### src/soc_settings.svh
// ------------------------------------------------
// SoC settings
// Region codes, memory size, reset hold count,
// UART baud divisor and transmit FIFO depth
// ------------------------------------------------
`ifndef SOC_SETTINGS_SVH
`define SOC_SETTINGS_SVH

// Top address byte selects the region
`define BASE_MEM            8'h00
`define BASE_GPIO           8'h01
`define BASE_UART           8'h02

`define MEM_WORDS           256
`define RESET_HOLD_CYCLES   255
// Short bit time keeps simulation fast
`define UART_CLKS_PER_BIT   8
`define UART_FIFO_DEPTH     8
`endif

### src/reset_hold.sv
// ------------------------------------------------
// Reset hold
// Keeps the fabric reset asserted for a fixed count
// of clocks after the external reset is released
// ------------------------------------------------
`timescale 1ns/1ps
`include "soc_settings.svh"

module reset_hold (
    input  logic clk,
    input  logic rst,
    output logic sys_rst
);

    localparam int CNT_W = $clog2(`RESET_HOLD_CYCLES);
    localparam logic [CNT_W-1:0] CNT_LAST = CNT_W'(`RESET_HOLD_CYCLES - 1);

    logic [CNT_W-1:0] cnt;

    // Count up from release, saturate at the last value
    always_ff @(posedge clk) begin
        if (rst) begin
            cnt     <= '0;
            sys_rst <= 1'b1;
        end else begin
            if (cnt != CNT_LAST) begin
                cnt <= cnt + 1'b1;
            end
            // Drops on the edge that completes the hold
            sys_rst <= (cnt != CNT_LAST);
        end
    end

endmodule

### config.mk
export PLATFORM = sky130hd
export DESIGN_NAME = reset_hold
export DESIGN_NICKNAME = d
export VERILOG_FILES = /design/src/reset_hold.sv
export VERILOG_INCLUDE_DIRS = /design/src
export SDC_FILE = /design/constraint.sdc
export NUM_CORES = 1
export LEC_CHECK = 0
export ABC_AREA = 1
export BUFFER_PORTS_ARGS = -buffer_cell sky130_fd_sc_hd__buf_2
export CAP_MARGIN = 20
export CORE_AREA = 10 10 47 49
export DETAILED_ROUTE_END_ITERATION = 10
export DIE_AREA = 0 0 57 59
export GPL_TIMING_DRIVEN = 0
export MAX_ROUTING_LAYER = met4
export PLACE_DENSITY = 0.47
export SYNTH_ARGS = -nofsm -noshare
export SYNTH_HDL_FRONTEND = slang
export SYNTH_SLANG_ARGS = --single-unit
### constraint.sdc
create_clock -name clk -period 1.35 [get_ports clk]
set_input_delay 0.2025 -clock clk [delete_from_list [all_inputs] [get_ports clk]]
set_output_delay 0.2025 -clock clk [all_outputs]
set_load 0.005 [all_outputs]
==> impl_metrics.env <==
export IMPL_layout_common_cells="nand2_1 (14), nor2_1 (12), dfxtp_1 (9), inv_1 (7)"
export IMPL_r2r_end="cnt[2]"
export IMPL_clock_latency_ns=0.25
export IMPL_cts_tree="done"
export IMPL_area_growth_synth_to_final_pct=12.4
export IMPL_syn_nets=68
export IMPL_drc_errors=0
export IMPL_p_leak_nw=0.234
export IMPL_setup_ws_ns=0.124
export IMPL_clk_pin_slew_ns=0.06
export IMPL_p_comb_frac=0.057
export IMPL_irDropWorstVdd_mv=0.610
export IMPL_period_share=0.908
export IMPL_rr_worst_depth=8
export IMPL_cp_data_arrival_time_ns=1.38
export IMPL_syn_area_um2=454
export IMPL_postCtsSetupBuffers=0
export IMPL_synth_cell_types=18
export IMPL_crit_required_ns=1.50
export IMPL_hold_violations=0
export IMPL_clock_sinks=9
export IMPL_placementRows=14
export IMPL_endpoint_kind="flop"
export IMPL_finalWeightedCongestion=0.710
export IMPL_max_slew_margin=0.864
export IMPL_grt_pass1_vias=398
export IMPL_grtUsageTotal=0.0623
export IMPL_critPathMaxFanout=7
export IMPL_power_density_nw_per_um2=1010
export IMPL_rsz0062_at_grt="no"
export IMPL_period_minus_slack_ns=1.23
export IMPL_startpoint="cnt[0]"
export IMPL_pin_count=3
export IMPL_yosysWarnings=0
export IMPL_fp_coreArea_um2=1400
export IMPL_p_int_w=0.000399
export IMPL_vias=375
export IMPL_tns_ns=0
export IMPL_initial_core_util=0.324
export IMPL_finalSetupViolCount=0
export IMPL_slew_violations=0
export IMPL_synth_seq_cells=9
export IMPL_grt_max_degree=8
export IMPL_dp_cells=82
export IMPL_ys_seq_area_frac=0.397
export IMPL_start_kind="flop"
export IMPL_die_area_um2=3360
export IMPL_hp_class="in2reg"
export IMPL_avgSynthCellArea_um2=7.10
export IMPL_die_w_um=57
export IMPL_status="completed"
export IMPL_max_freq_mhz=816
export IMPL_cts_resized=0
export IMPL_dp_hpwl_um=667
export IMPL_drt_first_pass_iters=4
export IMPL_p_sw_w=0.000115
export IMPL_synthCells=64
export IMPL_ant_nets=0
export IMPL_place_ws_ns=0.123
export IMPL_path_class="reg2reg"
export IMPL_cts_buffers_inserted=3
export IMPL_stdcell_count=86
export IMPL_p_seq_frac=0.551
export IMPL_final_common_cell="nand2_1"
export IMPL_cts_max_path_buffers=2
export IMPL_clkPwrFrac=0.392
export IMPL_drt_total_wl_um=849
export IMPL_r2r_slack_ns=0.12
export IMPL_hp_start="rst"
export IMPL_holdPathStages=2
export IMPL_io_buffers=2
export IMPL_antennaDiodeCount=0
export IMPL_postCtsHoldBufs=0
export IMPL_num_nets_final=75
export IMPL_h_tree_depth=1
export IMPL_p_sw_frac=0.224
export IMPL_cts_root_buf="clkbuf_4"
export IMPL_timing_rr_start="cnt[0]"
export IMPL_via_per_inst=4.36
export IMPL_die_y_um=59
export IMPL_routedWlPerCell_um=9.87
export IMPL_grt_ovfl_total=0
export IMPL_fin_skew_ns=0.000619
export IMPL_cap_violations=0
export IMPL_drive_gt1_frac=0.186
export IMPL_antenna_found_initial=0
export IMPL_worst_pin_slew_ns=0.203
export IMPL_drt_iter0_markers=1
export IMPL_grt_pass1_wl_um=1610
export IMPL_hold_end="cnt[3]"
-- cell usage after synthesis, drive strengths merged --
library cell,count,area [µm²]
o21a,1,7.51
o21ai,5,28.8
dfxtp,9,180
nor2,14,62.6
nand3,3,15.0
a21oi,2,10.0
a31oi,1,6.26
inv,7,26.3
clkinv,1,5.00
nor3,1,5.00
ha,2,25.0
nand2,18,82.6
-- power by group through the flow --
stage | registers [W] | clock network (W) | logic, W
floorplan | 0.000286 | 0 | 0.0000231
global placement | 0.000289 | 0 | 0.0000301
detailed placement | 0.000289 | 0 | 0.0000305
CTS | 0.000283 | 0.000215 | 0.0000306
global route | 0.000284 | 0.000221 | 0.0000363
finish | 0.000283 | 0.000201 | 0.0000294
-- cell families (layout without fill, tap and decap cells) --
| group | after synthesis | in the layout | share of synthesized area |
|---|---|---|---|
| compound gates | 9 | 9 | 0.116 |
| flops | 9 | 9 | 0.397 |
| simple gates | 36 | 36 | 0.364 |
| fa+ha+maj | 2 | 2 | 0.0551 |
| buf+inv | 8 | 14 | 0.0689 |
-- worst max path at each step --
| stage | end | slack, ns | cells past startpoint |
|---|---|---|---|
| after floorplan | cnt[4] | 0.23 | 7 |
| after global placement | cnt[2] | 0.12 | 8 |
| after detailed placement | cnt[2] | 0.12 | 8 |
| after CTS | cnt[2] | 0.11 | 8 |
| after global routing | cnt[0] | 0.004 | 8 |
| final | cnt[2] | 0.12 | 8 |
-- registers in the layout (all words and copies together), names as in the netlist --
signal,cells
sys_rst,1
cnt,8
-- routing by layer --
layer / track usage / share of wire / vias up
li1: - / - / 214
met1: 0.0621 / 0.47 / 158
met2: 0.0992 / 0.49 / 1
met3: 0.0129 / 0.021 / 2
met4: 0.0604 / 0.018 / 0
met5: - / 0 / -
-- through the flow --
| step | util | instance area (µm²) | hold WS, ns | power (W) |
|---|---|---|---|---|
| after floorplan | - | 454 | 0.272 | 0.000309 |
| after global placement | 0.346 | 484 | 0.417 | 0.000319 |
| after detailed placement | 0.346 | 484 | 0.416 | 0.000319 |
| after CTS | 0.364 | 510 | 0.138 | 0.000529 |
| after global routing | 0.364 | 510 | 0.164 | 0.000541 |
| final | 0.364 | 510 | 0.145 | 0.000514 |
-- critical path, cell delays in order, from the launching register on --
cell and delay [ns]:
dfxtp_1 0.37, inv_1 0.09, ha_1 0.20, nand2_1 0.06, nor2_1 0.05, nand2_4 0.11
clkinv_2 0.08, nand2_2 0.09, o21ai_2 0.05
-- area by class of cell --
type	count	area (µm²)
clock buffers	4	26.3
fillers	160	891
inverters	8	31.3
multi-input cells	47	243
flip-flops and latches	9	180
well taps	16	20.0
repair buffers	2	10.0
No activity file was read; power rests on OpenSTA's default activity.
