--- src/soc_settings.svh ---
// ------------------------------------------------
// SoC settings
// Region codes, memory size, reset hold count,
// UART baud divisor and transmit FIFO depth
// ------------------------------------------------
`ifndef SOC_SETTINGS_SVH
`define SOC_SETTINGS_SVH

// Top address byte selects the region
`define BASE_MEM            8'h00
`define BASE_GPIO           8'h01
`define BASE_UART           8'h02

`define MEM_WORDS           256
`define RESET_HOLD_CYCLES   255
// Short bit time keeps simulation fast
`define UART_CLKS_PER_BIT   8
`define UART_FIFO_DEPTH     8
`endif

--- src/bus_pkg.sv ---
// ------------------------------------------------
// Bus package
// Word and strobe types of the native memory bus,
// the address region enum and a byte merge helper
// ------------------------------------------------
package bus_pkg;

    typedef logic [31:0] bus_word_t;
    typedef logic [3:0]  bus_strb_t;

    // Region picked by the top address byte
    typedef enum logic [1:0] {
        REGION_MEM,
        REGION_GPIO,
        REGION_UART,
        REGION_NONE
    } bus_region_e;

    // Replace only the bytes flagged in strb
    function automatic bus_word_t strb_merge(bus_word_t old_word, bus_word_t new_word,
                                             bus_strb_t strb);
        bus_word_t res;
        res = old_word;
        for (int i = 0; i < 4; i++) begin
            if (strb[i]) begin
                res[8*i +: 8] = new_word[8*i +: 8];
            end
        end
        return res;
    endfunction

endpackage

--- src/periph_pkg.sv ---
// ------------------------------------------------
// Peripheral package
// Register offsets of GPIO and UART, UART FSM states
// ------------------------------------------------
package periph_pkg;

    // GPIO word offsets
    typedef enum logic [1:0] {
        GPIO_OUT = 2'd0,
        GPIO_OE  = 2'd1,
        GPIO_IN  = 2'd2
    } gpio_reg_e;

    // UART word offsets
    // Status bit 0 empty, bit 1 full, bit 2 busy, bits 11:8 count
    typedef enum logic {
        UART_TXDATA = 1'b0,
        UART_STATUS = 1'b1
    } uart_reg_e;

    typedef enum logic [1:0] {
        UART_IDLE,
        UART_START,
        UART_DATA,
        UART_STOP
    } uart_state_e;

endpackage

--- src/periph_bus_if.sv ---
// ------------------------------------------------
// Peripheral bus interface
// One region's request and return path between the
// decoder and a single peripheral
// ------------------------------------------------
`timescale 1ns/1ps

interface periph_bus_if;
    import bus_pkg::*;

    // Request with addr as a word offset inside the region
    logic      valid;
    bus_word_t addr;
    bus_word_t wdata;
    bus_strb_t wstrb;

    // Return path with rdata held at zero while ready is low
    logic      ready;
    bus_word_t rdata;

    modport host (
        output valid, addr, wdata, wstrb,
        input  ready, rdata
    );

    modport periph (
        input  valid, addr, wdata, wstrb,
        output ready, rdata
    );

endinterface

--- src/gpio_port.sv ---
// ------------------------------------------------
// GPIO port
// Output and enable registers, synchronised inputs
// ------------------------------------------------
`timescale 1ns/1ps

module gpio_port (
    input  logic               clk,
    input  logic               sys_rst,
    periph_bus_if.periph       bus,
    input  bus_pkg::bus_word_t gpio_in,
    output bus_pkg::bus_word_t gpio_out,
    output bus_pkg::bus_word_t gpio_oe
);
    import bus_pkg::*;
    import periph_pkg::*;

    bus_word_t out_q;
    bus_word_t oe_q;
    bus_word_t in_meta;
    bus_word_t in_sync;
    bus_word_t rd_q;
    logic      ready_q;
    logic      req;
    gpio_reg_e sel;

    assign req = bus.valid && !ready_q;
    assign sel = gpio_reg_e'(bus.addr[1:0]);

    // Two flop input synchroniser
    always_ff @(posedge clk) begin
        in_meta <= gpio_in;
        in_sync <= in_meta;
    end

    // Control registers and ready pulse
    always_ff @(posedge clk) begin
        if (sys_rst) begin
            out_q   <= '0;
            oe_q    <= '0;
            ready_q <= 1'b0;
        end else begin
            ready_q <= req;
            if (req && bus.wstrb != '0) begin
                // GPIO_IN and offset 3 ignore writes
                case (sel)
                    GPIO_OUT: out_q <= strb_merge(out_q, bus.wdata, bus.wstrb);
                    GPIO_OE:  oe_q  <= strb_merge(oe_q, bus.wdata, bus.wstrb);
                    default:  ;
                endcase
            end
        end
    end

    // Read mux
    always_ff @(posedge clk) begin
        if (req) begin
            case (sel)
                GPIO_OUT: rd_q <= out_q;
                GPIO_OE:  rd_q <= oe_q;
                GPIO_IN:  rd_q <= in_sync;
                default:  rd_q <= '0;
            endcase
        end
    end

    assign bus.ready = ready_q;
    assign bus.rdata = ready_q ? rd_q : '0;
    assign gpio_out  = out_q;
    assign gpio_oe   = oe_q;

endmodule

--- src/flat_wrapper.sv ---
// flat-port wrapper written by rule: the top's interface ports become plain ports
module gpio_port_flat import bus_pkg::*; import periph_pkg::*;
  (clk, sys_rst, gpio_in, gpio_out, gpio_oe, bus_valid, bus_addr, bus_wdata, bus_wstrb, bus_ready, bus_rdata);
  periph_bus_if bus_i ();
  input  logic clk;
  input  logic sys_rst;
  input  bus_pkg::bus_word_t gpio_in;
  output bus_pkg::bus_word_t gpio_out;
  output bus_pkg::bus_word_t gpio_oe;
  input wire logic [$bits(bus_i.valid)-1:0] bus_valid;
  input wire logic [$bits(bus_i.addr)-1:0] bus_addr;
  input wire logic [$bits(bus_i.wdata)-1:0] bus_wdata;
  input wire logic [$bits(bus_i.wstrb)-1:0] bus_wstrb;
  output wire logic [$bits(bus_i.ready)-1:0] bus_ready;
  output wire logic [$bits(bus_i.rdata)-1:0] bus_rdata;
  assign bus_i.valid = bus_valid;
  assign bus_i.addr = bus_addr;
  assign bus_i.wdata = bus_wdata;
  assign bus_i.wstrb = bus_wstrb;
  assign bus_ready = bus_i.ready;
  assign bus_rdata = bus_i.rdata;
  gpio_port u_core (.clk(clk), .sys_rst(sys_rst), .bus(bus_i), .gpio_in(gpio_in), .gpio_out(gpio_out), .gpio_oe(gpio_oe));
endmodule
--- config.mk ---
export PLATFORM = sky130hd
export DESIGN_NAME = gpio_port_flat
export DESIGN_NICKNAME = d
export VERILOG_FILES = /design/src/soc_settings.svh /design/src/bus_pkg.sv /design/src/periph_pkg.sv /design/src/periph_bus_if.sv /design/src/gpio_port.sv /design/src/flat_wrapper.sv
export SDC_FILE = /design/constraint.sdc
export NUM_CORES = 1
export LEC_CHECK = 0
export BUFFER_PORTS_ARGS = -buffer_cell sky130_fd_sc_hd__buf_2
export CAP_MARGIN = 20
export CORE_UTILIZATION = 35
export DETAILED_ROUTE_END_ITERATION = 10
export GPL_ROUTABILITY_DRIVEN = 0
export PLACE_DENSITY = 0.65
export SLEW_MARGIN = 25
export SYNTH_ARGS = -nofsm -noshare
export SYNTH_HDL_FRONTEND = slang
export SYNTH_SLANG_ARGS = --single-unit
export TNS_END_PERCENT = 20
--- constraint.sdc ---
create_clock -name clk -period 3.6 [get_ports clk]
set_input_delay 0.36 -clock clk [delete_from_list [all_inputs] [get_ports clk]]
set_output_delay 0.36 -clock clk [all_outputs]
set_load 0.05 [all_outputs]
==> metrics.cfg <==
[placed_design]
place_area_mm2=0.00685
numPortBuffers=169
hpwl_um=9300

[cts]
cts.htree.levels=4
cts_resized=0
clock_latency_ns=0.42
cts_tree=yes
cts_sinks=161
clkTransAtPathRegs_ns=0.07
cts_hold_buf=0
cts_inserted_buffers=17
cts_setup_buffers=0
clockBufferDepth=2
root_buffer=clkbuf_16

[synthesis]
netlist_area_mm2=0.00581
seq_area_frac_synth=0.610
avgSynthCellArea_um2=11.9
synth_cell_types=14
yosysWarnings=0
netlist_instances=490
syn_nets=593
ys_ff_latch=161

[global_route]
grt_max_degree=62
grt_antenna_before_repair=0
grt_pass1_vias=4032
grt_pass1_wl_um=21100
grt.total_usage=0.167
grt_overflow=0

[critical_path]
path_cells=buf_4 > and2_1 > buf_2
cp.depth=3
critPathMaxStageDelay_ns=0.37
crit_fanout=33
cp.arrival_ns=1.64
reg2reg_from=u_core.bus.ready
worstSetupPathType=flop to output port
cp.required_ns=3.24
end_kind=output port
start_kind=flop
path_buf_inv=2
ff2ff_path_depth=3
cpMaxStageDelayCell=dfxtp_1
timing.rr.end=u_core.gpio_oe[19]
critical_path.top_delay_family=buffers and inverters
regToRegSetupSlack_ns=1.60

[timing]
hold_viol=0
tns_ns=0
timing.slew.headroom=0.433
tightestPinTransition_ns=0.848
max_clock_freq_ghz=0.500
final-setup-viol-count=0
fin_crit_ns=2.00
finalCritPeriodShare=0.556
maxSlewViolCount=0
finClkSkew_ns=0.00947
rsz0062_at_grt=false

[routing]
num_vias=4045
drt_wl_total_um=14000
dr.pass1.iters=4
first_iter_violations=188
drc=0
wl_per_cell_um=15.8
ant_nets=0
post_drt_via_cell_ratio=4.58

[layout]
nets=758
areaGrowthSynthToFinish_pct=28.1
mostFrequentLayoutCell=buf_2
fillers=1541
fin_area_mm2=0.00744
final_cell_mix=buf_2, dfxtp_1, mux2i_1, nand2b_1
fin_util=0.464
drive_gt1_frac=0.317
antennaDiodeCount=0

[die]
ios=200
fp.dieW_um=131
die-area_mm2=0.0171
fp.dieH_um=131
num_rows=46
core_mm2=0.0161
initial_core_util=0.362

[run_status]
outcome=finished, final reports clean

[flow_run]
cap_violations=0

[hold_path]
hp-class=primary input to flop
min_from=gpio_in[11]
holdPathEnd=u_core.in_meta[11]
holdPathStages=1

[power_and_ir_drop]
cellLeakagePower_nw=3.42
power_density_mw_per_mm2=547
vdd_drop_max_v=0.000320

## how the worst max path moves through the flow
stage,startpoint,endpoint,slack [ns]
global route,u_core.bus.ready,u_core.gpio_oe[21],1.47
floorplan,u_core.bus.ready,u_core.gpio_out[0],1.74
detailed placement,bus_valid,u_core.gpio_oe[21],1.42
global placement,bus_valid,u_core.gpio_oe[16],1.45
CTS,u_core.bus.ready,u_core.gpio_oe[21],1.55
finish,u_core.bus.ready,bus_rdata[22],1.60
## report_power, final
part           internal, W  switching (W)
Sequential         0.00192      0.0000248
Clock              0.00109       0.000715
Combinational     0.000110       0.000216
Total              0.00312       0.000955
## layer usage
layer	GRT usage	share of wire	vias up	wire length (µm)
met2	0.276	0.48	135	6650
met1	0.208	0.45	1926	6220
li1	-	-	1971	-
met4	0.0541	0.012	0	170
met3	0.0509	0.065	13	913
met5	0	0	-	0
## registers in the layout (all words and copies together) (netlist names)
| name | flops |
|---|---|
| u_core.in_meta | 32 |
| u_core.gpio_out | 32 |
| u_core.bus.ready | 1 |
| u_core.rd_q | 32 |
| u_core.in_sync | 32 |
| u_core.gpio_oe | 32 |
## cell type report
cell class / instances / area (µm²) / area share
Clock buffer: 19 / 433 / 0.0582
Multi-Input combinational cell: 300 / 2150 / 0.288
Tap cell: 216 / 270 / 0.0363
Timing Repair Buffer: 175 / 891 / 0.120
Sequential cell: 161 / 3540 / 0.476
Clock inverter: 13 / 160 / 0.0215
## synth_stat cells
library cell	n	share of area
dfxtp_1	129	0.44
mux2i_1	96	0.17
nand2b_1	96	0.10
and2_1	32	0.034
edfxtp_1	32	0.17
nand2_1	32	0.021
o21ai_0	32	0.028
clkbuf_1	16	0.010
buf_2	9	0.0078
and3_1	4	0.0043
buf_4	4	0.0052
nand3_2	4	0.0069
nor2b_1	3	0.0032
nor2_2	1	0.0011
## metrics by stage
stage	std cells	hold slack [ns]	setup WS [ns]	power, W
3_3_place_gp	852	0.311	1.45	0.00230
2_1_floorplan	490	0.310	1.74	0.00220
5_1_grt	884	0.0114	1.47	0.00425
3_5_place_dp	852	0.312	1.42	0.00231
4_1_cts	884	0.0126	1.55	0.00413
6_report	884	0.0386	1.60	0.00407
## cell families (layout without fill, tap and decap cells)
kind of cell,after synthesis,after routing,share of synthesized area
and+or+nand+nor,172,172,0.174
AOI/OAI and AO/OA,32,32,0.0276
DFF,161,161,0.610
muxes,96,96,0.165
buffers and inverters,29,207,0.0233
No activity file was read; power rests on OpenSTA's default activity.
