File: src/soc_settings.svh
// ------------------------------------------------
// SoC settings
// Region codes, memory size, reset hold count,
// UART baud divisor and transmit FIFO depth
// ------------------------------------------------
`ifndef SOC_SETTINGS_SVH
`define SOC_SETTINGS_SVH

// Top address byte selects the region
`define BASE_MEM            8'h00
`define BASE_GPIO           8'h01
`define BASE_UART           8'h02

`define MEM_WORDS           256
`define RESET_HOLD_CYCLES   255
// Short bit time keeps simulation fast
`define UART_CLKS_PER_BIT   8
`define UART_FIFO_DEPTH     8
`endif

File: src/bus_pkg.sv
// ------------------------------------------------
// Bus package
// Word and strobe types of the native memory bus,
// the address region enum and a byte merge helper
// ------------------------------------------------
package bus_pkg;

    typedef logic [31:0] bus_word_t;
    typedef logic [3:0]  bus_strb_t;

    // Region picked by the top address byte
    typedef enum logic [1:0] {
        REGION_MEM,
        REGION_GPIO,
        REGION_UART,
        REGION_NONE
    } bus_region_e;

    // Replace only the bytes flagged in strb
    function automatic bus_word_t strb_merge(bus_word_t old_word, bus_word_t new_word,
                                             bus_strb_t strb);
        bus_word_t res;
        res = old_word;
        for (int i = 0; i < 4; i++) begin
            if (strb[i]) begin
                res[8*i +: 8] = new_word[8*i +: 8];
            end
        end
        return res;
    endfunction

endpackage

File: src/periph_bus_if.sv
// ------------------------------------------------
// Peripheral bus interface
// One region's request and return path between the
// decoder and a single peripheral
// ------------------------------------------------
`timescale 1ns/1ps

interface periph_bus_if;
    import bus_pkg::*;

    // Request with addr as a word offset inside the region
    logic      valid;
    bus_word_t addr;
    bus_word_t wdata;
    bus_strb_t wstrb;

    // Return path with rdata held at zero while ready is low
    logic      ready;
    bus_word_t rdata;

    modport host (
        output valid, addr, wdata, wstrb,
        input  ready, rdata
    );

    modport periph (
        input  valid, addr, wdata, wstrb,
        output ready, rdata
    );

endinterface

File: src/bus_decoder.sv
// ------------------------------------------------
// Bus decoder
// Routes a request by its top address byte to one
// peripheral and ORs the returns back together
// ------------------------------------------------
`timescale 1ns/1ps
`include "soc_settings.svh"

module bus_decoder (
    input  logic               clk,
    input  logic               sys_rst,
    input  logic               mem_valid,
    input  bus_pkg::bus_word_t mem_addr,
    input  bus_pkg::bus_word_t mem_wdata,
    input  bus_pkg::bus_strb_t mem_wstrb,
    output logic               mem_ready,
    output bus_pkg::bus_word_t mem_rdata,
    periph_bus_if.host         mem_bus,
    periph_bus_if.host         gpio_bus,
    periph_bus_if.host         uart_bus
);
    import bus_pkg::*;

    bus_region_e region;
    logic        req;
    logic        none_ready;

    // Region from the top byte
    always_comb begin
        case (mem_addr[31:24])
            `BASE_MEM:  region = REGION_MEM;
            `BASE_GPIO: region = REGION_GPIO;
            `BASE_UART: region = REGION_UART;
            default:    region = REGION_NONE;
        endcase
    end

    // Requests wait while the fabric is held in reset
    assign req = mem_valid && !sys_rst;

    assign mem_bus.valid  = req && (region == REGION_MEM);
    assign gpio_bus.valid = req && (region == REGION_GPIO);
    assign uart_bus.valid = req && (region == REGION_UART);

    // Byte address to word offset and payload broadcast
    assign mem_bus.addr   = {10'b0, mem_addr[23:2]};
    assign gpio_bus.addr  = {10'b0, mem_addr[23:2]};
    assign uart_bus.addr  = {10'b0, mem_addr[23:2]};
    assign mem_bus.wdata  = mem_wdata;
    assign gpio_bus.wdata = mem_wdata;
    assign uart_bus.wdata = mem_wdata;
    assign mem_bus.wstrb  = mem_wstrb;
    assign gpio_bus.wstrb = mem_wstrb;
    assign uart_bus.wstrb = mem_wstrb;

    // Unmapped region answered after one wait cycle
    always_ff @(posedge clk) begin
        if (sys_rst) begin
            none_ready <= 1'b0;
        end else begin
            none_ready <= req && (region == REGION_NONE) && !none_ready;
        end
    end

    // Returns are zero when idle so a plain OR merges them
    assign mem_ready = mem_bus.ready | gpio_bus.ready | uart_bus.ready | none_ready;
    assign mem_rdata = mem_bus.rdata | gpio_bus.rdata | uart_bus.rdata;

endmodule

File: src/flat_wrapper.sv
// flat-port wrapper written by rule: the top's interface ports become plain ports
module bus_decoder_flat import bus_pkg::*;
  (clk, sys_rst, mem_valid, mem_addr, mem_wdata, mem_wstrb, mem_ready, mem_rdata, mem_bus_valid, mem_bus_addr, mem_bus_wdata, mem_bus_wstrb, mem_bus_ready, mem_bus_rdata, gpio_bus_valid, gpio_bus_addr, gpio_bus_wdata, gpio_bus_wstrb, gpio_bus_ready, gpio_bus_rdata, uart_bus_valid, uart_bus_addr, uart_bus_wdata, uart_bus_wstrb, uart_bus_ready, uart_bus_rdata);
  periph_bus_if mem_bus_i ();
  periph_bus_if gpio_bus_i ();
  periph_bus_if uart_bus_i ();
  input  logic clk;
  input  logic sys_rst;
  input  logic mem_valid;
  input  bus_pkg::bus_word_t mem_addr;
  input  bus_pkg::bus_word_t mem_wdata;
  input  bus_pkg::bus_strb_t mem_wstrb;
  output logic mem_ready;
  output bus_pkg::bus_word_t mem_rdata;
  output wire logic [$bits(mem_bus_i.valid)-1:0] mem_bus_valid;
  output wire logic [$bits(mem_bus_i.addr)-1:0] mem_bus_addr;
  output wire logic [$bits(mem_bus_i.wdata)-1:0] mem_bus_wdata;
  output wire logic [$bits(mem_bus_i.wstrb)-1:0] mem_bus_wstrb;
  input wire logic [$bits(mem_bus_i.ready)-1:0] mem_bus_ready;
  input wire logic [$bits(mem_bus_i.rdata)-1:0] mem_bus_rdata;
  output wire logic [$bits(gpio_bus_i.valid)-1:0] gpio_bus_valid;
  output wire logic [$bits(gpio_bus_i.addr)-1:0] gpio_bus_addr;
  output wire logic [$bits(gpio_bus_i.wdata)-1:0] gpio_bus_wdata;
  output wire logic [$bits(gpio_bus_i.wstrb)-1:0] gpio_bus_wstrb;
  input wire logic [$bits(gpio_bus_i.ready)-1:0] gpio_bus_ready;
  input wire logic [$bits(gpio_bus_i.rdata)-1:0] gpio_bus_rdata;
  output wire logic [$bits(uart_bus_i.valid)-1:0] uart_bus_valid;
  output wire logic [$bits(uart_bus_i.addr)-1:0] uart_bus_addr;
  output wire logic [$bits(uart_bus_i.wdata)-1:0] uart_bus_wdata;
  output wire logic [$bits(uart_bus_i.wstrb)-1:0] uart_bus_wstrb;
  input wire logic [$bits(uart_bus_i.ready)-1:0] uart_bus_ready;
  input wire logic [$bits(uart_bus_i.rdata)-1:0] uart_bus_rdata;
  assign mem_bus_valid = mem_bus_i.valid;
  assign mem_bus_addr = mem_bus_i.addr;
  assign mem_bus_wdata = mem_bus_i.wdata;
  assign mem_bus_wstrb = mem_bus_i.wstrb;
  assign mem_bus_i.ready = mem_bus_ready;
  assign mem_bus_i.rdata = mem_bus_rdata;
  assign gpio_bus_valid = gpio_bus_i.valid;
  assign gpio_bus_addr = gpio_bus_i.addr;
  assign gpio_bus_wdata = gpio_bus_i.wdata;
  assign gpio_bus_wstrb = gpio_bus_i.wstrb;
  assign gpio_bus_i.ready = gpio_bus_ready;
  assign gpio_bus_i.rdata = gpio_bus_rdata;
  assign uart_bus_valid = uart_bus_i.valid;
  assign uart_bus_addr = uart_bus_i.addr;
  assign uart_bus_wdata = uart_bus_i.wdata;
  assign uart_bus_wstrb = uart_bus_i.wstrb;
  assign uart_bus_i.ready = uart_bus_ready;
  assign uart_bus_i.rdata = uart_bus_rdata;
  bus_decoder u_core (.clk(clk), .sys_rst(sys_rst), .mem_valid(mem_valid), .mem_addr(mem_addr), .mem_wdata(mem_wdata), .mem_wstrb(mem_wstrb), .mem_ready(mem_ready), .mem_rdata(mem_rdata), .mem_bus(mem_bus_i), .gpio_bus(gpio_bus_i), .uart_bus(uart_bus_i));
endmodule
File: config.mk
export PLATFORM = sky130hd
export DESIGN_NAME = bus_decoder_flat
export DESIGN_NICKNAME = d
export VERILOG_FILES = /design/src/bus_pkg.sv /design/src/periph_bus_if.sv /design/src/bus_decoder.sv /design/src/flat_wrapper.sv
export VERILOG_INCLUDE_DIRS = /design/src
export SDC_FILE = /design/constraint.sdc
export NUM_CORES = 1
export LEC_CHECK = 0
export ABC_AREA = 1
export BUFFER_PORTS_ARGS = -buffer_cell sky130_fd_sc_hd__buf_2
export CAP_MARGIN = 20
export CORE_AREA = 2 2 161 163
export CTS_CLUSTER_SIZE = 30
export DETAILED_ROUTE_END_ITERATION = 8
export DIE_AREA = 0 0 163 165
export GPL_TIMING_DRIVEN = 0
export PLACE_DENSITY = 0.45
export REMOVE_ABC_BUFFERS = 1
export SYNTH_ARGS = -nofsm -noshare
export SYNTH_HDL_FRONTEND = slang
export SYNTH_SLANG_ARGS = --single-unit
File: constraint.sdc
create_clock -name clk -period 0.8 [get_ports clk]
set_clock_uncertainty 0.05 [all_clocks]
set_input_delay 0.08 -clock clk [delete_from_list [all_inputs] [get_ports clk]]
set_output_delay 0.08 -clock clk [all_outputs]
set_load 0.01 [all_outputs]
==> results.cfg <==
[synth]
synthesis.instances = 263
ys_warn_count = 0
ys_ff_latch = 1
ys_types = 12
netlist_area_sq_mm = 0.00187
syn_avg_cell_area_sq_um = 7.12
yosysSeqAreaShare_pct = 1.07

[finish]
syn2layout_area_growth_pct = 1.07
finish.utilization_pct = 7.56
layout_common_cells = buf_2, buf_6, conb_1
fin_cells = 563
reg_top3 = u_core.none_ready x1
layout_commonest_cell = buf_2
fill_cells = 2956
seq_area_sq_um = 20.0
antenna_cells = 0
multi_input_area_sq_um = 439
top_register = u_core.none_ready
largest_reg_flops = 1
fin_nets = 405
drive_gt1_share_pct = 67.4

[place]
dp_slack_ns = -0.0704
routabilityCongestion = 0.741
io_buffers = 145
dp_cells = 563
dp_hpwl_mm = 17.6

[sta]
rsz0062_at_grt = yes
fmax_mhz = 1180
fin_setup_tns_ns = -0.139
hold_viol = 0
timing.final.crit_share_pct = 106
layout_setup_ws_ns = -0.0464
drv_slew = 0
fin_crit_ns = 0.846
setup_viol = 8

[grt]
first_global_vias = 1155
antenna_found_initial = 1
overflow = 0
grt_first_pass_wirelength_mm = 20.3
grt_usage_pct = 12.8
grt_max_degree = 5

[floorplanning]
ioPinCount = 410
start_util_pct = 7.48
die_h_microns = 165
die-area_sq_mm = 0.0269
core_area_sq_mm = 0.0250
die_w_microns = 163
rows = 58

[power]
p_leak_nw = 0.830
p_sw_share_pct = 33.9
powerDensity_mw_per_mm2 = 363
pwr-share-clk_pct = 0
combPwrFrac_pct = 92.0
p_int_mw = 0.455
ir_drop_uv = 142
switching_power_mw = 0.233
seqPwrFrac_pct = 8.0

[route]
drc_errors = 0
postRouteAntennaNets = 0
drt_iter0_drc = 57
routed_wl_mm = 18.9
wire_per_inst_microns = 33.6
via_per_inst = 2.72
dr.pass1.iters = 4
vias = 1529

[outcome]
violations = negative setup slack
status = complete, but fails checks

[critical_path]
critPathKind = in -> out
arrival_ns = 0.72
cp-start-kind = input pin
required_ns = 0.67
worstSetupEndpointType = output port
crit_fanout = 4

[job]
drv_cap = 0

[worst_hold_path]
min_path_type = in -> out

[clock_tree]
post-cts-setup-buffers = 0
hold_buffers = 0
clk_latency_ns = 0
==> per-stage QoR <==
stage	hold WS (ns)	power (mW)	instance area [sq um]
after floorplan	0.110	0.225	449
after global placement	0.110	0.535	1590
after detailed placement	0.110	0.543	1590
after CTS	0.110	0.595	1700
after global routing	0.110	0.745	1890
final	0.110	0.687	1890
==> cell usage after synthesis <==
master   instances  share of area [%]
buf_4          204                 82
conb_1           1               0.20
dfxtp_1          1                1.1
inv_1            4               0.80
nand2_1          8                1.6
nand3_1          2               0.53
nor2_1           6                1.2
nor2_2           2               0.67
nor2_4           1               0.60
nor3_1           1               0.27
nor3_2           1               0.53
or3_1           32                 11
==> power by group through the flow <==
stage	Combinational, mW	Sequential [mW]	Clock [mW]
finish	0.632	0.0549	0
global route	0.690	0.0553	0
CTS	0.540	0.0544	0
detailed placement	0.489	0.0544	0
global placement	0.480	0.0544	0
floorplan	0.171	0.0543	0
==> layer usage <==
| layer | GRT usage, % | routed length [microns] | share of wire (%) | vias to the layer above |
|---|---|---|---|---|
| met5 | 6.06 | 172 | 0.91 | - |
| met4 | 1.93 | 324 | 1.7 | 6 |
| met3 | 17.2 | 5460 | 29 | 14 |
| met2 | 23.7 | 9680 | 51 | 355 |
| met1 | 6.19 | 3280 | 17 | 626 |
| li1 | - | - | - | 528 |
==> final timing paths <==
kind                                         from                  to  slack [ns]  depth (start not counted)
worst min-delay path                mem_wdata[17]  uart_bus_wdata[17]        0.11                          0
worst max-delay path                 mem_addr[26]      uart_bus_valid       -0.05                          5
worst min register to register  u_core.none_ready   u_core.none_ready        0.46                          3
worst max register to register  u_core.none_ready   u_core.none_ready        0.17                          3
==> logic make-up (layout without fill, tap and decap cells) <==
group	Yosys count	after routing	synth area share (%)
DFF	1	1	1.07
other	1	30	0.200
buffers and inverters	208	149	82.6
and+or+nand+nor	53	53	16.1
==> critical path, stage by stage <==
cell and delay (ns):
buf_8 0.10, nor2_4 0.21, nand2_1 0.09, nor2_1 0.10
buf_2 0.13
==> final cells by class <==
class | count | share of cell area (%)
Timing Repair Buffer | 145 | 53.1
Sequential cell | 1 | 1.06
Tap cell | 330 | 21.8
Inverter | 4 | 0.794
Multi-Input combinational cell | 83 | 23.2
==> what timing repair did <==
item,4_1_cts,5_1_grt
pin swaps,13,31
resized for setup,20,35
setup endpoints to repair,16,35
(Power assumes the default switching activity.)
