**config.mk**
```make
export PLATFORM = sky130hd
export DESIGN_NAME = uart_port_flat
export DESIGN_NICKNAME = d
export VERILOG_FILES = /design/src/bus_pkg.sv /design/src/periph_pkg.sv /design/src/periph_bus_if.sv /design/src/uart_tx_fsm.sv /design/src/uart_port.sv /design/src/flat_wrapper.sv
export VERILOG_INCLUDE_DIRS = /design/src
export SDC_FILE = /design/constraint.sdc
export NUM_CORES = 1
export LEC_CHECK = 0
export ABC_AREA = 1
export BUFFER_PORTS_ARGS = -buffer_cell sky130_fd_sc_hd__buf_2
export CORE_MARGIN = 2
export CORE_UTILIZATION = 51
export CTS_BUF_LIST = sky130_fd_sc_hd__clkbuf_16
export DETAILED_ROUTE_END_ITERATION = 8
export GPL_TIMING_DRIVEN = 0
export PLACE_DENSITY = 0.86
export SLEW_MARGIN = 20
export SYNTH_ARGS = -nofsm -noshare
export SYNTH_HDL_FRONTEND = slang
export SYNTH_SLANG_ARGS = --single-unit
```
**constraint.sdc**
```tcl
create_clock -name clk -period 3.3 [get_ports clk]
set_clock_uncertainty 0.05 [all_clocks]
set_input_delay 0.495 -clock clk [delete_from_list [all_inputs] [get_ports clk]]
set_output_delay 0.495 -clock clk [all_outputs]
set_load 0.005 [all_outputs]
```
**src/soc_settings.svh**
```systemverilog
// ------------------------------------------------
// SoC settings
// Region codes, memory size, reset hold count,
// UART baud divisor and transmit FIFO depth
// ------------------------------------------------
`ifndef SOC_SETTINGS_SVH
`define SOC_SETTINGS_SVH

// Top address byte selects the region
`define BASE_MEM            8'h00
`define BASE_GPIO           8'h01
`define BASE_UART           8'h02

`define MEM_WORDS           256
`define RESET_HOLD_CYCLES   255
// Short bit time keeps simulation fast
`define UART_CLKS_PER_BIT   8
`define UART_FIFO_DEPTH     8
`endif

```
**src/bus_pkg.sv**
```systemverilog
// ------------------------------------------------
// Bus package
// Word and strobe types of the native memory bus,
// the address region enum and a byte merge helper
// ------------------------------------------------
package bus_pkg;

    typedef logic [31:0] bus_word_t;
    typedef logic [3:0]  bus_strb_t;

    // Region picked by the top address byte
    typedef enum logic [1:0] {
        REGION_MEM,
        REGION_GPIO,
        REGION_UART,
        REGION_NONE
    } bus_region_e;

    // Replace only the bytes flagged in strb
    function automatic bus_word_t strb_merge(bus_word_t old_word, bus_word_t new_word,
                                             bus_strb_t strb);
        bus_word_t res;
        res = old_word;
        for (int i = 0; i < 4; i++) begin
            if (strb[i]) begin
                res[8*i +: 8] = new_word[8*i +: 8];
            end
        end
        return res;
    endfunction

endpackage

```
**src/periph_pkg.sv**
```systemverilog
// ------------------------------------------------
// Peripheral package
// Register offsets of GPIO and UART, UART FSM states
// ------------------------------------------------
package periph_pkg;

    // GPIO word offsets
    typedef enum logic [1:0] {
        GPIO_OUT = 2'd0,
        GPIO_OE  = 2'd1,
        GPIO_IN  = 2'd2
    } gpio_reg_e;

    // UART word offsets
    // Status bit 0 empty, bit 1 full, bit 2 busy, bits 11:8 count
    typedef enum logic {
        UART_TXDATA = 1'b0,
        UART_STATUS = 1'b1
    } uart_reg_e;

    typedef enum logic [1:0] {
        UART_IDLE,
        UART_START,
        UART_DATA,
        UART_STOP
    } uart_state_e;

endpackage

```
**src/periph_bus_if.sv**
```systemverilog
// ------------------------------------------------
// Peripheral bus interface
// One region's request and return path between the
// decoder and a single peripheral
// ------------------------------------------------
`timescale 1ns/1ps

interface periph_bus_if;
    import bus_pkg::*;

    // Request with addr as a word offset inside the region
    logic      valid;
    bus_word_t addr;
    bus_word_t wdata;
    bus_strb_t wstrb;

    // Return path with rdata held at zero while ready is low
    logic      ready;
    bus_word_t rdata;

    modport host (
        output valid, addr, wdata, wstrb,
        input  ready, rdata
    );

    modport periph (
        input  valid, addr, wdata, wstrb,
        output ready, rdata
    );

endinterface

```
**src/uart_tx_fsm.sv**
```systemverilog
// ------------------------------------------------
// UART transmit FSM
// Frames one byte as 8N1, LSB first, with a baud
// divider and a bit counter
// ------------------------------------------------
`timescale 1ns/1ps
`include "soc_settings.svh"

module uart_tx_fsm (
    input  logic       clk,
    input  logic       sys_rst,
    input  logic       byte_valid,
    input  logic [7:0] byte_data,
    output logic       byte_pop,
    output logic       busy,
    output logic       tx
);
    import periph_pkg::*;

    localparam int DIV_W = $clog2(`UART_CLKS_PER_BIT);
    localparam logic [DIV_W-1:0] DIV_LAST = DIV_W'(`UART_CLKS_PER_BIT - 1);

    uart_state_e      state;
    logic [DIV_W-1:0] div;
    logic [2:0]       bit_cnt;
    logic [7:0]       shift;
    logic             tick;

    // Last clock of the current bit
    assign tick = (div == DIV_LAST);

    // Take a byte from the FIFO when leaving idle
    assign byte_pop = (state == UART_IDLE) && byte_valid;
    assign busy     = (state != UART_IDLE);

    // ------------------------------------------------
    // State, divider and bit counter
    // ------------------------------------------------
    always_ff @(posedge clk) begin
        if (sys_rst) begin
            state   <= UART_IDLE;
            div     <= '0;
            bit_cnt <= '0;
        end else begin
            // Divider restarts on each state change
            div <= (tick || state == UART_IDLE) ? '0 : div + 1'b1;
            case (state)
                UART_IDLE: begin
                    if (byte_valid) begin
                        state <= UART_START;
                    end
                end
                UART_START: begin
                    if (tick) begin
                        state   <= UART_DATA;
                        bit_cnt <= '0;
                    end
                end
                UART_DATA: begin
                    if (tick) begin
                        bit_cnt <= bit_cnt + 1'b1;
                        if (bit_cnt == 3'd7) begin
                            state <= UART_STOP;
                        end
                    end
                end
                UART_STOP: begin
                    if (tick) begin
                        state <= UART_IDLE;
                    end
                end
                default: state <= UART_IDLE;
            endcase
        end
    end

    // Shift register loaded on pop and shifted after each data bit
    always_ff @(posedge clk) begin
        if (byte_pop) begin
            shift <= byte_data;
        end else if (state == UART_DATA && tick) begin
            shift <= {1'b0, shift[7:1]};
        end
    end

    // Line level per state with idle high
    always_comb begin
        case (state)
            UART_START: tx = 1'b0;
            UART_DATA:  tx = shift[0];
            default:    tx = 1'b1;
        endcase
    end

endmodule

```
**src/uart_port.sv**
```systemverilog
// ------------------------------------------------
// UART port
// Register decode and transmit FIFO, stalls writes
// while full, feeds the serialiser
// ------------------------------------------------
`timescale 1ns/1ps
`include "soc_settings.svh"

module uart_port (
    input  logic         clk,
    input  logic         sys_rst,
    periph_bus_if.periph bus,
    output logic         tx,
    output logic         irq_empty
);
    import bus_pkg::*;
    import periph_pkg::*;

    localparam int PTR_W = $clog2(`UART_FIFO_DEPTH);
    localparam int CNT_W = $clog2(`UART_FIFO_DEPTH + 1);

    logic [7:0]       fifo [`UART_FIFO_DEPTH];
    logic [PTR_W-1:0] wr_ptr;
    logic [PTR_W-1:0] rd_ptr;
    logic [CNT_W-1:0] count;
    logic             empty;
    logic             full;
    logic             busy;
    logic             pop;
    logic             push;
    logic             req;
    logic             tx_write;
    logic             ready_q;
    bus_word_t        rd_q;
    bus_word_t        status;
    uart_reg_e        sel;

    assign sel      = uart_reg_e'(bus.addr[0]);
    assign req      = bus.valid && !ready_q;
    assign tx_write = (sel == UART_TXDATA) && (bus.wstrb != '0);
    assign empty    = (count == '0);
    assign full     = (count == CNT_W'(`UART_FIFO_DEPTH));
    // Held write completes once the FSM frees an entry
    assign push     = req && tx_write && !full;

    // Status word layout
    always_comb begin
        status             = '0;
        status[0]          = empty;
        status[1]          = full;
        status[2]          = busy;
        status[8 +: CNT_W] = count;
    end

    // ------------------------------------------------
    // FIFO pointers, count and ready
    // ------------------------------------------------
    always_ff @(posedge clk) begin
        if (sys_rst) begin
            wr_ptr  <= '0;
            rd_ptr  <= '0;
            count   <= '0;
            ready_q <= 1'b0;
        end else begin
            // Back-pressure only on a TXDATA write into a full FIFO
            ready_q <= req && !(tx_write && full);
            if (push) begin
                wr_ptr <= wr_ptr + 1'b1;
            end
            if (pop) begin
                rd_ptr <= rd_ptr + 1'b1;
            end
            if (push && !pop) begin
                count <= count + 1'b1;
            end else if (pop && !push) begin
                count <= count - 1'b1;
            end
        end
    end

    // FIFO storage and read data
    always_ff @(posedge clk) begin
        if (push) begin
            fifo[wr_ptr] <= bus.wdata[7:0];
        end
        if (req) begin
            rd_q <= (sel == UART_STATUS) ? status : '0;
        end
    end

    uart_tx_fsm u_tx (
        .clk        (clk),
        .sys_rst    (sys_rst),
        .byte_valid (!empty),
        .byte_data  (fifo[rd_ptr]),
        .byte_pop   (pop),
        .busy       (busy),
        .tx         (tx)
    );

    assign bus.ready = ready_q;
    assign bus.rdata = ready_q ? rd_q : '0;
    assign irq_empty = empty;

endmodule

```
**src/flat_wrapper.sv**
```systemverilog
// flat-port wrapper written by rule: the top's interface ports become plain ports
module uart_port_flat import bus_pkg::*; import periph_pkg::*;
  (clk, sys_rst, tx, irq_empty, bus_valid, bus_addr, bus_wdata, bus_wstrb, bus_ready, bus_rdata);
  periph_bus_if bus_i ();
  input  logic clk;
  input  logic sys_rst;
  output logic tx;
  output logic irq_empty;
  input wire logic [$bits(bus_i.valid)-1:0] bus_valid;
  input wire logic [$bits(bus_i.addr)-1:0] bus_addr;
  input wire logic [$bits(bus_i.wdata)-1:0] bus_wdata;
  input wire logic [$bits(bus_i.wstrb)-1:0] bus_wstrb;
  output wire logic [$bits(bus_i.ready)-1:0] bus_ready;
  output wire logic [$bits(bus_i.rdata)-1:0] bus_rdata;
  assign bus_i.valid = bus_valid;
  assign bus_i.addr = bus_addr;
  assign bus_i.wdata = bus_wdata;
  assign bus_i.wstrb = bus_wstrb;
  assign bus_ready = bus_i.ready;
  assign bus_rdata = bus_i.rdata;
  uart_port u_core (.clk(clk), .sys_rst(sys_rst), .bus(bus_i), .tx(tx), .irq_empty(irq_empty));
endmodule
```
==> results of run 1 <==
[routing by layer]
metal	GRT usage, %	vias up	part of all wire (%)
met2	33.7	125	52
li1	-	1568	-
met4	8.11	0	1.9
met3	3.72	16	7.1
met5	0	-	0
met1	22.4	1491	40
[worst paths after layout]
| check | from | endpoint | slack (ns) | cells after the start |
|---|---|---|---|---|
| worst min register to register | u_core.u_tx.div[0] | u_core.u_tx.div[0] | 0.38 | 1 |
| worst max register to register | u_core.u_tx.state[0] | u_core.count[3] | 0.93 | 13 |
| worst max-delay path | u_core.u_tx.state[0] | u_core.count[3] | 0.93 | 13 |
| worst min-delay path | bus_wdata[4] | u_core.fifo[1][4] | 0.37 | 1 |
[flip-flops by register name, indices dropped and copies added, names as in the netlist, 3 cells and up, named ones only]
| register | flops |
|---|---|
| u_core.wr_ptr | 3 |
| u_core.rd_ptr | 3 |
| u_core.u_tx.div | 3 |
| u_core.u_tx.bit_cnt | 3 |
| u_core.u_tx.shift | 8 |
| u_core.rd_q | 7 |
| u_core.count | 4 |
| u_core.fifo | 64 |
[through the flow]
step | setup slack, ns | cell area [um^2]
after CTS | 0.931 | 5260
after detailed placement | 0.903 | 4970
after global routing | 0.710 | 5260
after global placement | 0.963 | 4970
final | 0.931 | 5260
after floorplan | 1.15 | 4710
[synth_stat cells, drive strengths merged]
| cell | n | area share [%] |
|---|---|---|
| o211ai | 1 | 0.16 |
| a21oi | 11 | 1.3 |
| xor2 | 3 | 0.57 |
| dfxtp | 22 | 9.5 |
| inv | 40 | 3.2 |
| nand4 | 1 | 0.14 |
| fa | 1 | 0.43 |
| ha | 13 | 3.5 |
| clkbuf | 1 | 0.081 |
| buf | 39 | 6.7 |
| or2 | 2 | 0.27 |
| conb | 1 | 0.081 |
| nor2 | 65 | 6.0 |
| nand3 | 29 | 3.1 |
| nor3 | 1 | 0.11 |
| edfxtp | 79 | 51 |
| o21ai | 26 | 2.9 |
| nand2 | 124 | 11 |
[kinds of logic after synthesis]
family,count (synthesis)
compound gates,38
buf+inv,80
other cells,1
fa+ha+maj,14
xor+xnor,3
simple gates,222
flops,101
[cell type report]
cell class | count | area [um^2]
sequential | 101 | 2810
fill | 695 | 3500
timing repair buffer | 24 | 120
clock inverter | 7 | 70.1
tap | 108 | 135
multi-input combinational | 302 | 1440
buffer | 40 | 312
clock buffer | 9 | 225
inverter | 40 | 150
[power by group through the flow]
stage	Combinational, mW	Clock (mW)	Sequential, mW
floorplan	1.00	0	1.65
global placement	1.26	0	1.66
detailed placement	1.33	0	1.67
CTS	1.34	1.04	1.65
global route	1.54	1.09	1.66
finish	1.36	1.04	1.65
[worst max-delay path: stages, from the launching register on]
cell,delay [ns]
dfxtp_1,0.37
inv_1,0.10
ha_1,0.27
nand2_2,0.11
buf_4,0.18
ha_1,0.18
inv_1,0.10
ha_1,0.32
or2_2,0.31
nand2_1,0.07
nand2_1,0.05
nand2_1,0.05
nand2_1,0.04
a21oi_1,0.11
==> results.md, run 1 <==
* Starting Density at 52.7%
* Antenna violations before repair at 0
* GR Util All Layers at 18.9%
* Grt ovf at 0
* Sw Ratio at 35.9%
* Clk network pwr share at 25.6%
* Row Count at 34
* Sequential area share after synthesis at 60.9%
* Static leakage at 2.34 nW
* Commonest non-fill, non-tap cell in the layout: nand2_1
* Tcrit/Tclk final at between 70% and 80%
* Seq cells post-synth at 101
* Placed cell count at about 620
* Critical Path Sink Type: register
* Global-route wire length before repair at 14500 um
* Max-slew violations at 0
* Endpoints failing setup at 0
* Clock sinks at 101
* Detailed-route DRC error count at 0
* MaxCap Viol Count at 0
* IR drop worst, VDD at 0.321 mV
* Seq pwr share at 40.7%
* DR WL/cell at between 10 and 15 um
* Post-Route WL at slightly below 9000 um
* Buffer count from post-CTS setup fixing at 0
* Die footprint at 9840 um^2
* Vias after detailed routing at between 3000 and 4000
* Main combinational cell family by area after synthesis: simple AND/OR/NAND/NOR gates
* Via/cell ratio at 5.07
* Worst-skew pair later-pin latency at 0.35 ns
* Drt first pass iters at 5
* Max Root-Sink Buffers at 2
* Die X at 99.2 um
* Fin cells at 631
* Setup tns final at 0 ns
* Switch Pwr at 1.45 mW
* Power density over the cells at about 770 nW/um^2
* Post-synthesis cell count at 459
* Fin util at 60.0%
* Status: finished clean
* Most frequent cells in the layout: 118 x nand2_1, 79 x edfxtp_1, 62 x nor2_1
* Antenna diodes at 0
* Number of global-route vias before repair at 3060
* Largest net degree at the start of global routing at 20
* Final min period at 2.37 ns
* Worst hold slack at 0.367 ns
* Min-delay worst type: in2reg
* Core area at 8760 um^2
* Nets@finish at 603
* Critical Path AT at 2.60 ns
* Pint at 2.59 mW
* Synth Area in XOR/XNOR at 0.569%
* Achievable Freq at 422 MHz
* Synth Area in Compound Gates at around 4.3%
* Post-Synth Simple-Gate Area at 20.2%
* Yosys warns at 0
* Final ANT Viol Nets at 0
* CTS tree: built
* Total power at 4.04 mW
* Slew HR at between 30 and 40%
* Share of cells above drive strength 1 at approximately 18%
* Boundary Pins at approximately 110
* CTS root buf: clkbuf_16
* RSZ-0062 raised after global routing: false
* DRT iter0 DRCs at roughly 260
* Final-report hold violation count at 0
* Avg Cell Area, Syn at slightly above 10 um^2
* CTS Hold Bufs at 0
* Worst Path Class, Setup: reg2reg
* Adder-Cell Fraction of Synth Area at under 10%
* Crit-path max FO at 10
* Mapped Area at 4620 um^2
* Library cells used by synthesis at 28
* Num CTS Buffers at 9
* Critical Path Start Type: register
* Synthesis-to-finish area growth at 13.9%
* Worst-Margin Slew at between 0.9 and 1 ns
* Post-synthesis mux area share at 0%
* Post-DP HPWL at 6170 um
* Clk slew on worst S/H paths at approximately 0.080 ns
* Port-buffer cells at 24
* CTS HTree Levels at 3
* Routability cong. at 0.839
* Req. time, crit path at 3.53 ns
* PostCTS Resize Cnt at 0
* Die Y at around 99 um
* Logic pwr share at between 30 and 40%
Power figures use the tool's default switching activity.
==> inputs of run 2 (changes only) <==
--- a/config.mk
+++ b/config.mk
@@ -9,7 +9,7 @@
 export ABC_AREA = 1
 export BUFFER_PORTS_ARGS = -buffer_cell sky130_fd_sc_hd__buf_2
 export CORE_MARGIN = 2
-export CORE_UTILIZATION = 51
+export CORE_UTILIZATION = 49
 export CTS_BUF_LIST = sky130_fd_sc_hd__clkbuf_16
 export DETAILED_ROUTE_END_ITERATION = 8
 export GPL_TIMING_DRIVEN = 0
==> constraint.sdc (replaced) <==
create_clock -name clk -period 2.05 [get_ports clk]
set_clock_uncertainty 0.05 [all_clocks]
set_input_delay 0.3075 -clock clk [delete_from_list [all_inputs] [get_ports clk]]
set_output_delay 0.3075 -clock clk [all_outputs]
set_load 0.005 [all_outputs]
==> run 2 against run 1 <==
Effect of this change: the flow now finishes with violations (setup timing); sequential cell count is the same; sequential power up 63%; hold slack worse by 0.19 ns; via count rose by 2.5%; register-to-register slack got worse by 0.96 ns; critical path depth down 6; non-clock buffer count is 6 higher; count of clock-buffer cells in the layout did not move; largest power group unchanged; highest routed layer unchanged.
==> results.md, run 2 (synthesis gave the netlist of run 1 again) <==
* GR Util All Layers at 19.8% (+0.84 points)
* Tcrit/Tclk final at 102% (+30 points)
* Endpoints failing setup at 8 (+8)
* Antenna diodes at 0 (unchanged)
* Synthesis-to-finish area growth at 17.4%
* Crit-path max FO at 8 (-2)
* Status: finished with violations
* DRT iter0 DRCs at 320 (+25%)
* Routability cong. at 0.943 (+12%)
* Nets@finish at 609 (+1.0%)
* Global-route wire length before repair at 15200 um (+4.6%)
* Clock sinks at 101 (unchanged)
* Largest regs: u_core.fifo x64, u_core.u_tx.shift x8, u_core.rd_q x7
* Post-DP HPWL at 6200 um (+0.55%)
* Final min period at 2.08 ns (-0.286 ns)
* Final-report hold violation count at 0 (unchanged)
* Min-delay worst type: in2reg
* Antenna violations before repair at 0 (unchanged)
* Grt ovf at 0 (unchanged)
* Failing checks: setup timing
* Depth of the worst hold-timing path at 1 (unchanged)
* Critical Path AT at 2.00 ns (-0.60 ns)
* FF-to-FF path depth at 7 (-6)
* Fin cells at 640 (+1.4%)
* Commonest non-fill, non-tap cell in the layout: nand2_1
* Flop-to-flop setup slack at -0.03 ns (-0.96 ns)
* Max-slew violations at 0 (unchanged)
* Vias after detailed routing at 3281 (+2.5%)
* Detailed-route DRC error count at 0 (unchanged)
* MaxCap Viol Count at 0 (unchanged)
* Final ANT Viol Nets at 0 (unchanged)
* Num CTS Buffers at 9 (unchanged)
* Port-buffer cells at 24 (unchanged)
* Critical Path Start Type: register
* Most frequent cells in the layout: 118 x nand2_1, 79 x edfxtp_1, 54 x nor2_1
* Boundary Pins at 106 (unchanged)
* Die Y at 101 um (+1.9%)
* Share of cells above drive strength 1 at 23.4% (+5.3 points)
* Worst Path Class, Setup: reg2reg
* Core area at 9200 um^2 (+4.9%)
* Achievable Freq at 480 MHz (+14%)
* Setup ws final at -0.0323 ns (-0.964 ns)
* Layout fillers at 704 (+1.3%)
* Clk slew on worst S/H paths at 0.08 ns (about the same)
* IR drop worst, VDD at 0.673 mV (+110%)
* CTS root buf: clkbuf_16
* Slew HR at 39.3% (+0.64 points)
* CTS Hold Bufs at 0 (unchanged)
* Final Cell Area at 5420 um^2 (+3.1%)
* Worst-skew pair later-pin latency at 0.35 ns (about the same)
* Worst r2r src: u_core.count[3]
* Worst-Margin Slew at 0.907 ns (-0.00955 ns)
* Setup tns final at -0.221 ns (-0.221 ns)
* Die footprint at 10200 um^2 (+3.9%)
* DR WL/cell at 15.2 um (+7.3%)
* CTS HTree Levels at 3 (unchanged)
* Placed cell areas at 4970 um^2 (+0.13%)
* Hold Path End: u_core.fifo[1][1]
* Power density over the cells at 1270 nW/um^2 (+65%)
* Placed cell count at 618 (+0.49%)
* Largest Register: u_core.fifo
* Worst R2R End: u_core.fifo[2][1]
* Req. time, crit path at 1.97 ns (-1.56 ns)
* Worst hold slack at 0.182 ns (-0.186 ns)
* Static leakage at 2.39 nW (+2.2%)
* Drt first pass iters at 5 (unchanged)
* Max reg flops at 64 (unchanged)
* Via/cell ratio at 5.13 (+1.1%)
* RSZ-0062 raised after global routing: true
* Largest net degree at the start of global routing at 20 (unchanged)
* Starting Density at 50.2% (-2.5 points)
* Post-Route WL at 9730 um (+8.8%)
* Critical Path Sink Type: register
* Row Count at 35 (+2.9%)
* Max Root-Sink Buffers at 2 (unchanged)
* CTS tree: built
* HP Start: bus_wdata[1]
* Number of global-route vias before repair at 3106 (+1.5%)
* Die X at 101 um (+1.9%)
[run 2: report_power, final]
| part | internal (mW) | switching, mW | total (mW) |
|---|---|---|---|
| registers | 2.54 | 0.152 | 2.69 |
| logic | 0.917 | 1.49 | 2.40 |
| clock network | 0.976 | 0.799 | 1.78 |
[run 2: stage by stage]
| stage | total power [mW] | utilization (%) | worst slack, ns |
|---|---|---|---|
| global placement | 4.72 | 54.1 | -0.122 |
| CTS | 6.73 | 58.3 | -0.0462 |
| global route | 7.25 | 59.0 | -0.0759 |
| floorplan | 4.28 | - | 0.0124 |
| detailed placement | 4.85 | 54.1 | -0.218 |
| finish | 6.87 | 59.0 | -0.0323 |
[run 2: routing by layer]
layer	share of wire (%)	GRT usage, %
met5	0	0
met4	2.7	8.42
met3	8.1	3.74
met2	50	34.5
met1	39	24.1
[run 2: repair_timing]
action | in CTS | in global routing
pin swaps | 2 | 3
buffers inserted | 4 | 2
gates resized for setup | 16 | 14
setup endpoints to repair | 66 | 17
[run 2: how the worst max path moves through the flow]
stage,slack (ns),to,startpoint
5_1_grt,-0.08,u_core.fifo[6][7],u_core.bus.ready
4_1_cts,-0.05,u_core.count[3],u_core.count[3]
3_3_place_gp,-0.12,u_core.count[3],u_core.count[0]
3_5_place_dp,-0.22,u_core.count[3],u_core.u_tx.state[0]
2_1_floorplan,0.01,u_core.count[3],u_core.bus.ready
6_report,-0.03,u_core.fifo[2][1],u_core.count[3]
[run 2: worst max-delay path, stage by stage (launching register included)]
cell and delay, ns:
dfxtp_4 0.37, inv_2 0.06, nor2_2 0.04, nand2_2 0.09
nand2_4 0.09, nor2_8 0.16, nand2_2 0.12, nor2_1 0.71
[run 2: final cells by class]
| class | count | area, um^2 | area share (%) |
|---|---|---|---|
| flip-flops and latches | 101 | 2830 | 52.2 |
| multi-input cells | 302 | 1500 | 27.7 |
| plain buffers | 40 | 315 | 5.81 |
| clock buffers | 9 | 225 | 4.15 |
| repair buffers | 30 | 165 | 3.05 |
| inverters | 40 | 153 | 2.81 |
| well taps | 111 | 139 | 2.56 |
| clock inverters | 7 | 91.3 | 1.68 |
==> inputs of run 3 (changes only) <==
--- a/config.mk
+++ b/config.mk
@@ -6,10 +6,9 @@
 export SDC_FILE = /design/constraint.sdc
 export NUM_CORES = 1
 export LEC_CHECK = 0
-export ABC_AREA = 1
 export BUFFER_PORTS_ARGS = -buffer_cell sky130_fd_sc_hd__buf_2
 export CORE_MARGIN = 2
-export CORE_UTILIZATION = 49
+export CORE_UTILIZATION = 48
 export CTS_BUF_LIST = sky130_fd_sc_hd__clkbuf_16
 export DETAILED_ROUTE_END_ITERATION = 8
 export GPL_TIMING_DRIVEN = 0
==> run 3 against run 2 <==
Effect of this change: the flow still finishes with violations (setup timing); via count is 20% lower; sequential share of layout area hardly changed; global-route usage is 3.2 points lower; non-clock buffer count is 8 higher.
==> results.md, run 3 <==
* Status: finished with violations
* Failing checks: setup timing
* Synth top cells by count: 79 x edfxtp_1, 28 x nor2_1, 27 x buf_4
* Power density over the cells at 1170 nW/um^2 (-7.6%)
* Max incr delay on CP at 0.37 ns (-0.34 ns)
* Largest regs: u_core.fifo x64, u_core.u_tx.shift x8, u_core.rd_q x7
* CTS tree: built
* Static leakage at 2.06 nW (-14%)
* Final min period at 2.41 ns (+0.325 ns)
* Endpoints failing setup at 3 (-5)
* CP delay by family, top: simple AND/OR/NAND/NOR gates
* Clk slew on worst S/H paths at 0.07 ns (about the same)
* CTS Hold Bufs at 0 (unchanged)
* Worst-skew pair later-pin latency at 0.34 ns (about the same)
* Setup ws final at -0.357 ns (-0.325 ns)
* Share of cells above drive strength 1 at 33.6% (+10 points)
* CP Cell Sequence: nor4_4 -> nand2b_4 -> buf_12 -> ha_4 -> inv_4 -> ha_4 -> a21oi_4 -> a211oi_2 -> a31oi_1 -> mux2_1
* Number of global-route vias before repair at 2492 (-20%)
* Post-DP HPWL at 5040 um (-19%)
* Async S/R FF share, synth at 0% (unchanged)
* Max-slew violations at 0 (unchanged)
* Crit-path max FO at 4 (-4)
* Drt first pass iters at 4 (-1)
* Antenna violations before repair at 0 (unchanged)
* Largest area contributor in the netlist: edfxtp_1
* Top cells by area, synth: edfxtp_1 54%, dfxtp_1 10%, buf_4 4.7%, mux2i_1 4.4%, ha_1 3.7%
* Grt ovf at 0 (unchanged)
* Max reg flops at 64 (unchanged)
* Commonest non-fill, non-tap cell in the layout: edfxtp_1
* Core area at 8760 um^2 (-4.7%)
* Avg Cell Area, Syn at 14.1 um^2 (+40%)
* CTS HTree Levels at 3 (unchanged)
* Boundary Pins at 106 (unchanged)
* Yosys warns at 0 (unchanged)
* Final ANT Viol Nets at 0 (unchanged)
* Slew HR at 60.5% (+21 points)
* Post-synthesis cell count at 309 (-33%)
* Nets@finish at 473 (-22%)
* Pre-CTS WS at -0.591 ns (-0.373 ns)
* Critical Path Sink Type: register
* Detailed-route DRC error count at 0 (unchanged)
* Cell with the most instances after synthesis: edfxtp_1
* Buf/Inv on CP at 2 (+1)
* Row Count at 34 (-2.9%)
* Post-Route WL at 8230 um (-15%)
* Critical Path AT at 2.58 ns (+0.58 ns)
* Max Root-Sink Buffers at 2 (unchanged)
* DR WL/cell at 16.4 um (+8.1%)
* DRT iter0 DRCs at 101 (-68%)
* Critical Path Start Type: register
* Routability cong. at 0.751 (-20%)
* Via/cell ratio at 5.24 (+2.3%)
* Tcrit/Tclk final at 117% (+16 points)
* Setup tns final at -0.600 ns (-0.379 ns)
* Library cells used by synthesis at 38 (+36%)
* Port-buffer cells at 25 (+4.2%)
* Sequential area share after synthesis at 64.6% (+3.7 points)
* Global-route wire length before repair at 12700 um (-16%)
* GR Util All Layers at 16.6% (-3.2 points)
* Worst Path Class, Setup: reg2reg
* Main synth FF type: edfxtp_1
* MaxCap Viol Count at 0 (unchanged)
* Largest Register: u_core.fifo
* Die footprint at 9850 um^2 (-3.7%)
* Die Y at 99.2 um (-1.9%)
* CP max-delay cell: dfxtp_4
* Die X at 99.2 um (-1.9%)
* Clock sinks at 101 (unchanged)
* Most frequent cells in the layout: 79 x edfxtp_1, 44 x buf_4, 27 x buf_2
* Post-synth top area share at 54.5% (+3.2 points)
* Num CTS Buffers at 9 (unchanged)
* Largest net degree at the start of global routing at 20 (unchanged)
* CTS root buf: clkbuf_16
* Final-report hold violation count at 0 (unchanged)
* Crit path top cell by count: ha_4
* Starting Density at 49.7% (-0.57 points)
* Synthesis-to-finish area growth at 24.3%
* Vias after detailed routing at 2627 (-20%)
* Antenna diodes at 0 (unchanged)
* IR drop worst, VDD at 0.653 mV (-2.9%)
* EDFF count, synth at 79 (unchanged)
* Achievable Freq at 415 MHz (-13%)
* Req. time, crit path at 2.22 ns (+0.25 ns)
* Min-delay worst type: in2reg
* Seq cells post-synth at 101 (unchanged)
* Mapped Area at 4350 um^2 (-5.8%)
* Worst-Margin Slew at 0.587 ns (-0.320 ns)
* RSZ-0062 raised after global routing: true
## run 3: changes by cell type after synthesis, moves of 6 or more
cell      before  now
mux2i_1        0   19
nor2_1        62   28
inv_1         37    4
nand2_1      118   13
and2_1         0   15
o21ai_0       22    2
o22ai_1        0    7
nand2b_1       0    7
nand3_1       29    1
a21oi_1       10    4
a221o_1        0    7
mux2_2         0   10
buf_6          6    0
## run 3: final timing paths
path	startpoint	to	slack (ns)	cells after the start
worst max-delay path	u_core.count[1]	u_core.count[3]	-0.36	10
worst min-delay path	bus_wdata[2]	u_core.fifo[6][2]	0.19	1
worst max register to register	u_core.count[1]	u_core.count[3]	-0.36	10
worst min register to register	u_core.u_tx.div[0]	u_core.u_tx.div[0]	0.40	1
## run 3: where the power goes
part           internal (mW)  switching, mW
Sequential              2.51          0.151
Clock                  0.976          0.757
Combinational          0.963          0.978
## run 3: cell families (layout without fill, tap and decap cells)
kind of cell    Yosys count  in the layout  synth area share [%]
mux                      36             36                  9.28
fa+ha+maj                14             14                  4.20
other cells               1             25                0.0861
compound gates           37             37                  6.44
buf+inv                  38             98                  5.69
xor+xnor                  5              5                  1.01
flops                   101            101                  64.6
simple gates             77             77                  8.68
## run 3: routing by layer
layer / vias up / part of all wire, % / track usage, %
li1: 1255 / - / -
met1: 1258 / 41 / 20.7
met2: 89 / 51 / 29.2
met4: 0 / 3.0 / 6.22
met3: 25 / 5.5 / 2.88
met5: - / 0 / 0
## run 3: timing repair
item / in CTS / in global routing
buffers inserted: 16 / 4
gates resized for setup: 20 / 5
endpoints found under the setup margin: 68 / 19
pin swaps: 10 / 9
## run 3: metrics by stage
step / total power, mW / util (%) / instance area [um^2] / hold slack, ns / cells
2_1_floorplan: 3.89 / - / 4550 / 0.356 / 333
3_3_place_gp: 4.17 / 54.8 / 4810 / 0.364 / 466
3_5_place_dp: 4.23 / 54.8 / 4810 / 0.377 / 466
4_1_cts: 6.14 / 60.9 / 5340 / 0.185 / 497
5_1_grt: 6.65 / 61.8 / 5410 / 0.199 / 501
6_report: 6.34 / 61.8 / 5410 / 0.191 / 501
## run 3: area by class of cell
| cell class | count | area (um^2) |
|---|---|---|
| fill | 642 | 3350 |
| inverter | 4 | 17.5 |
| clock inverter | 7 | 86.3 |
| multi-input combinational | 194 | 1580 |
| sequential | 101 | 2830 |
| buffer | 33 | 240 |
| tap | 108 | 135 |
| timing repair buffer | 45 | 300 |
| clock buffer | 9 | 225 |
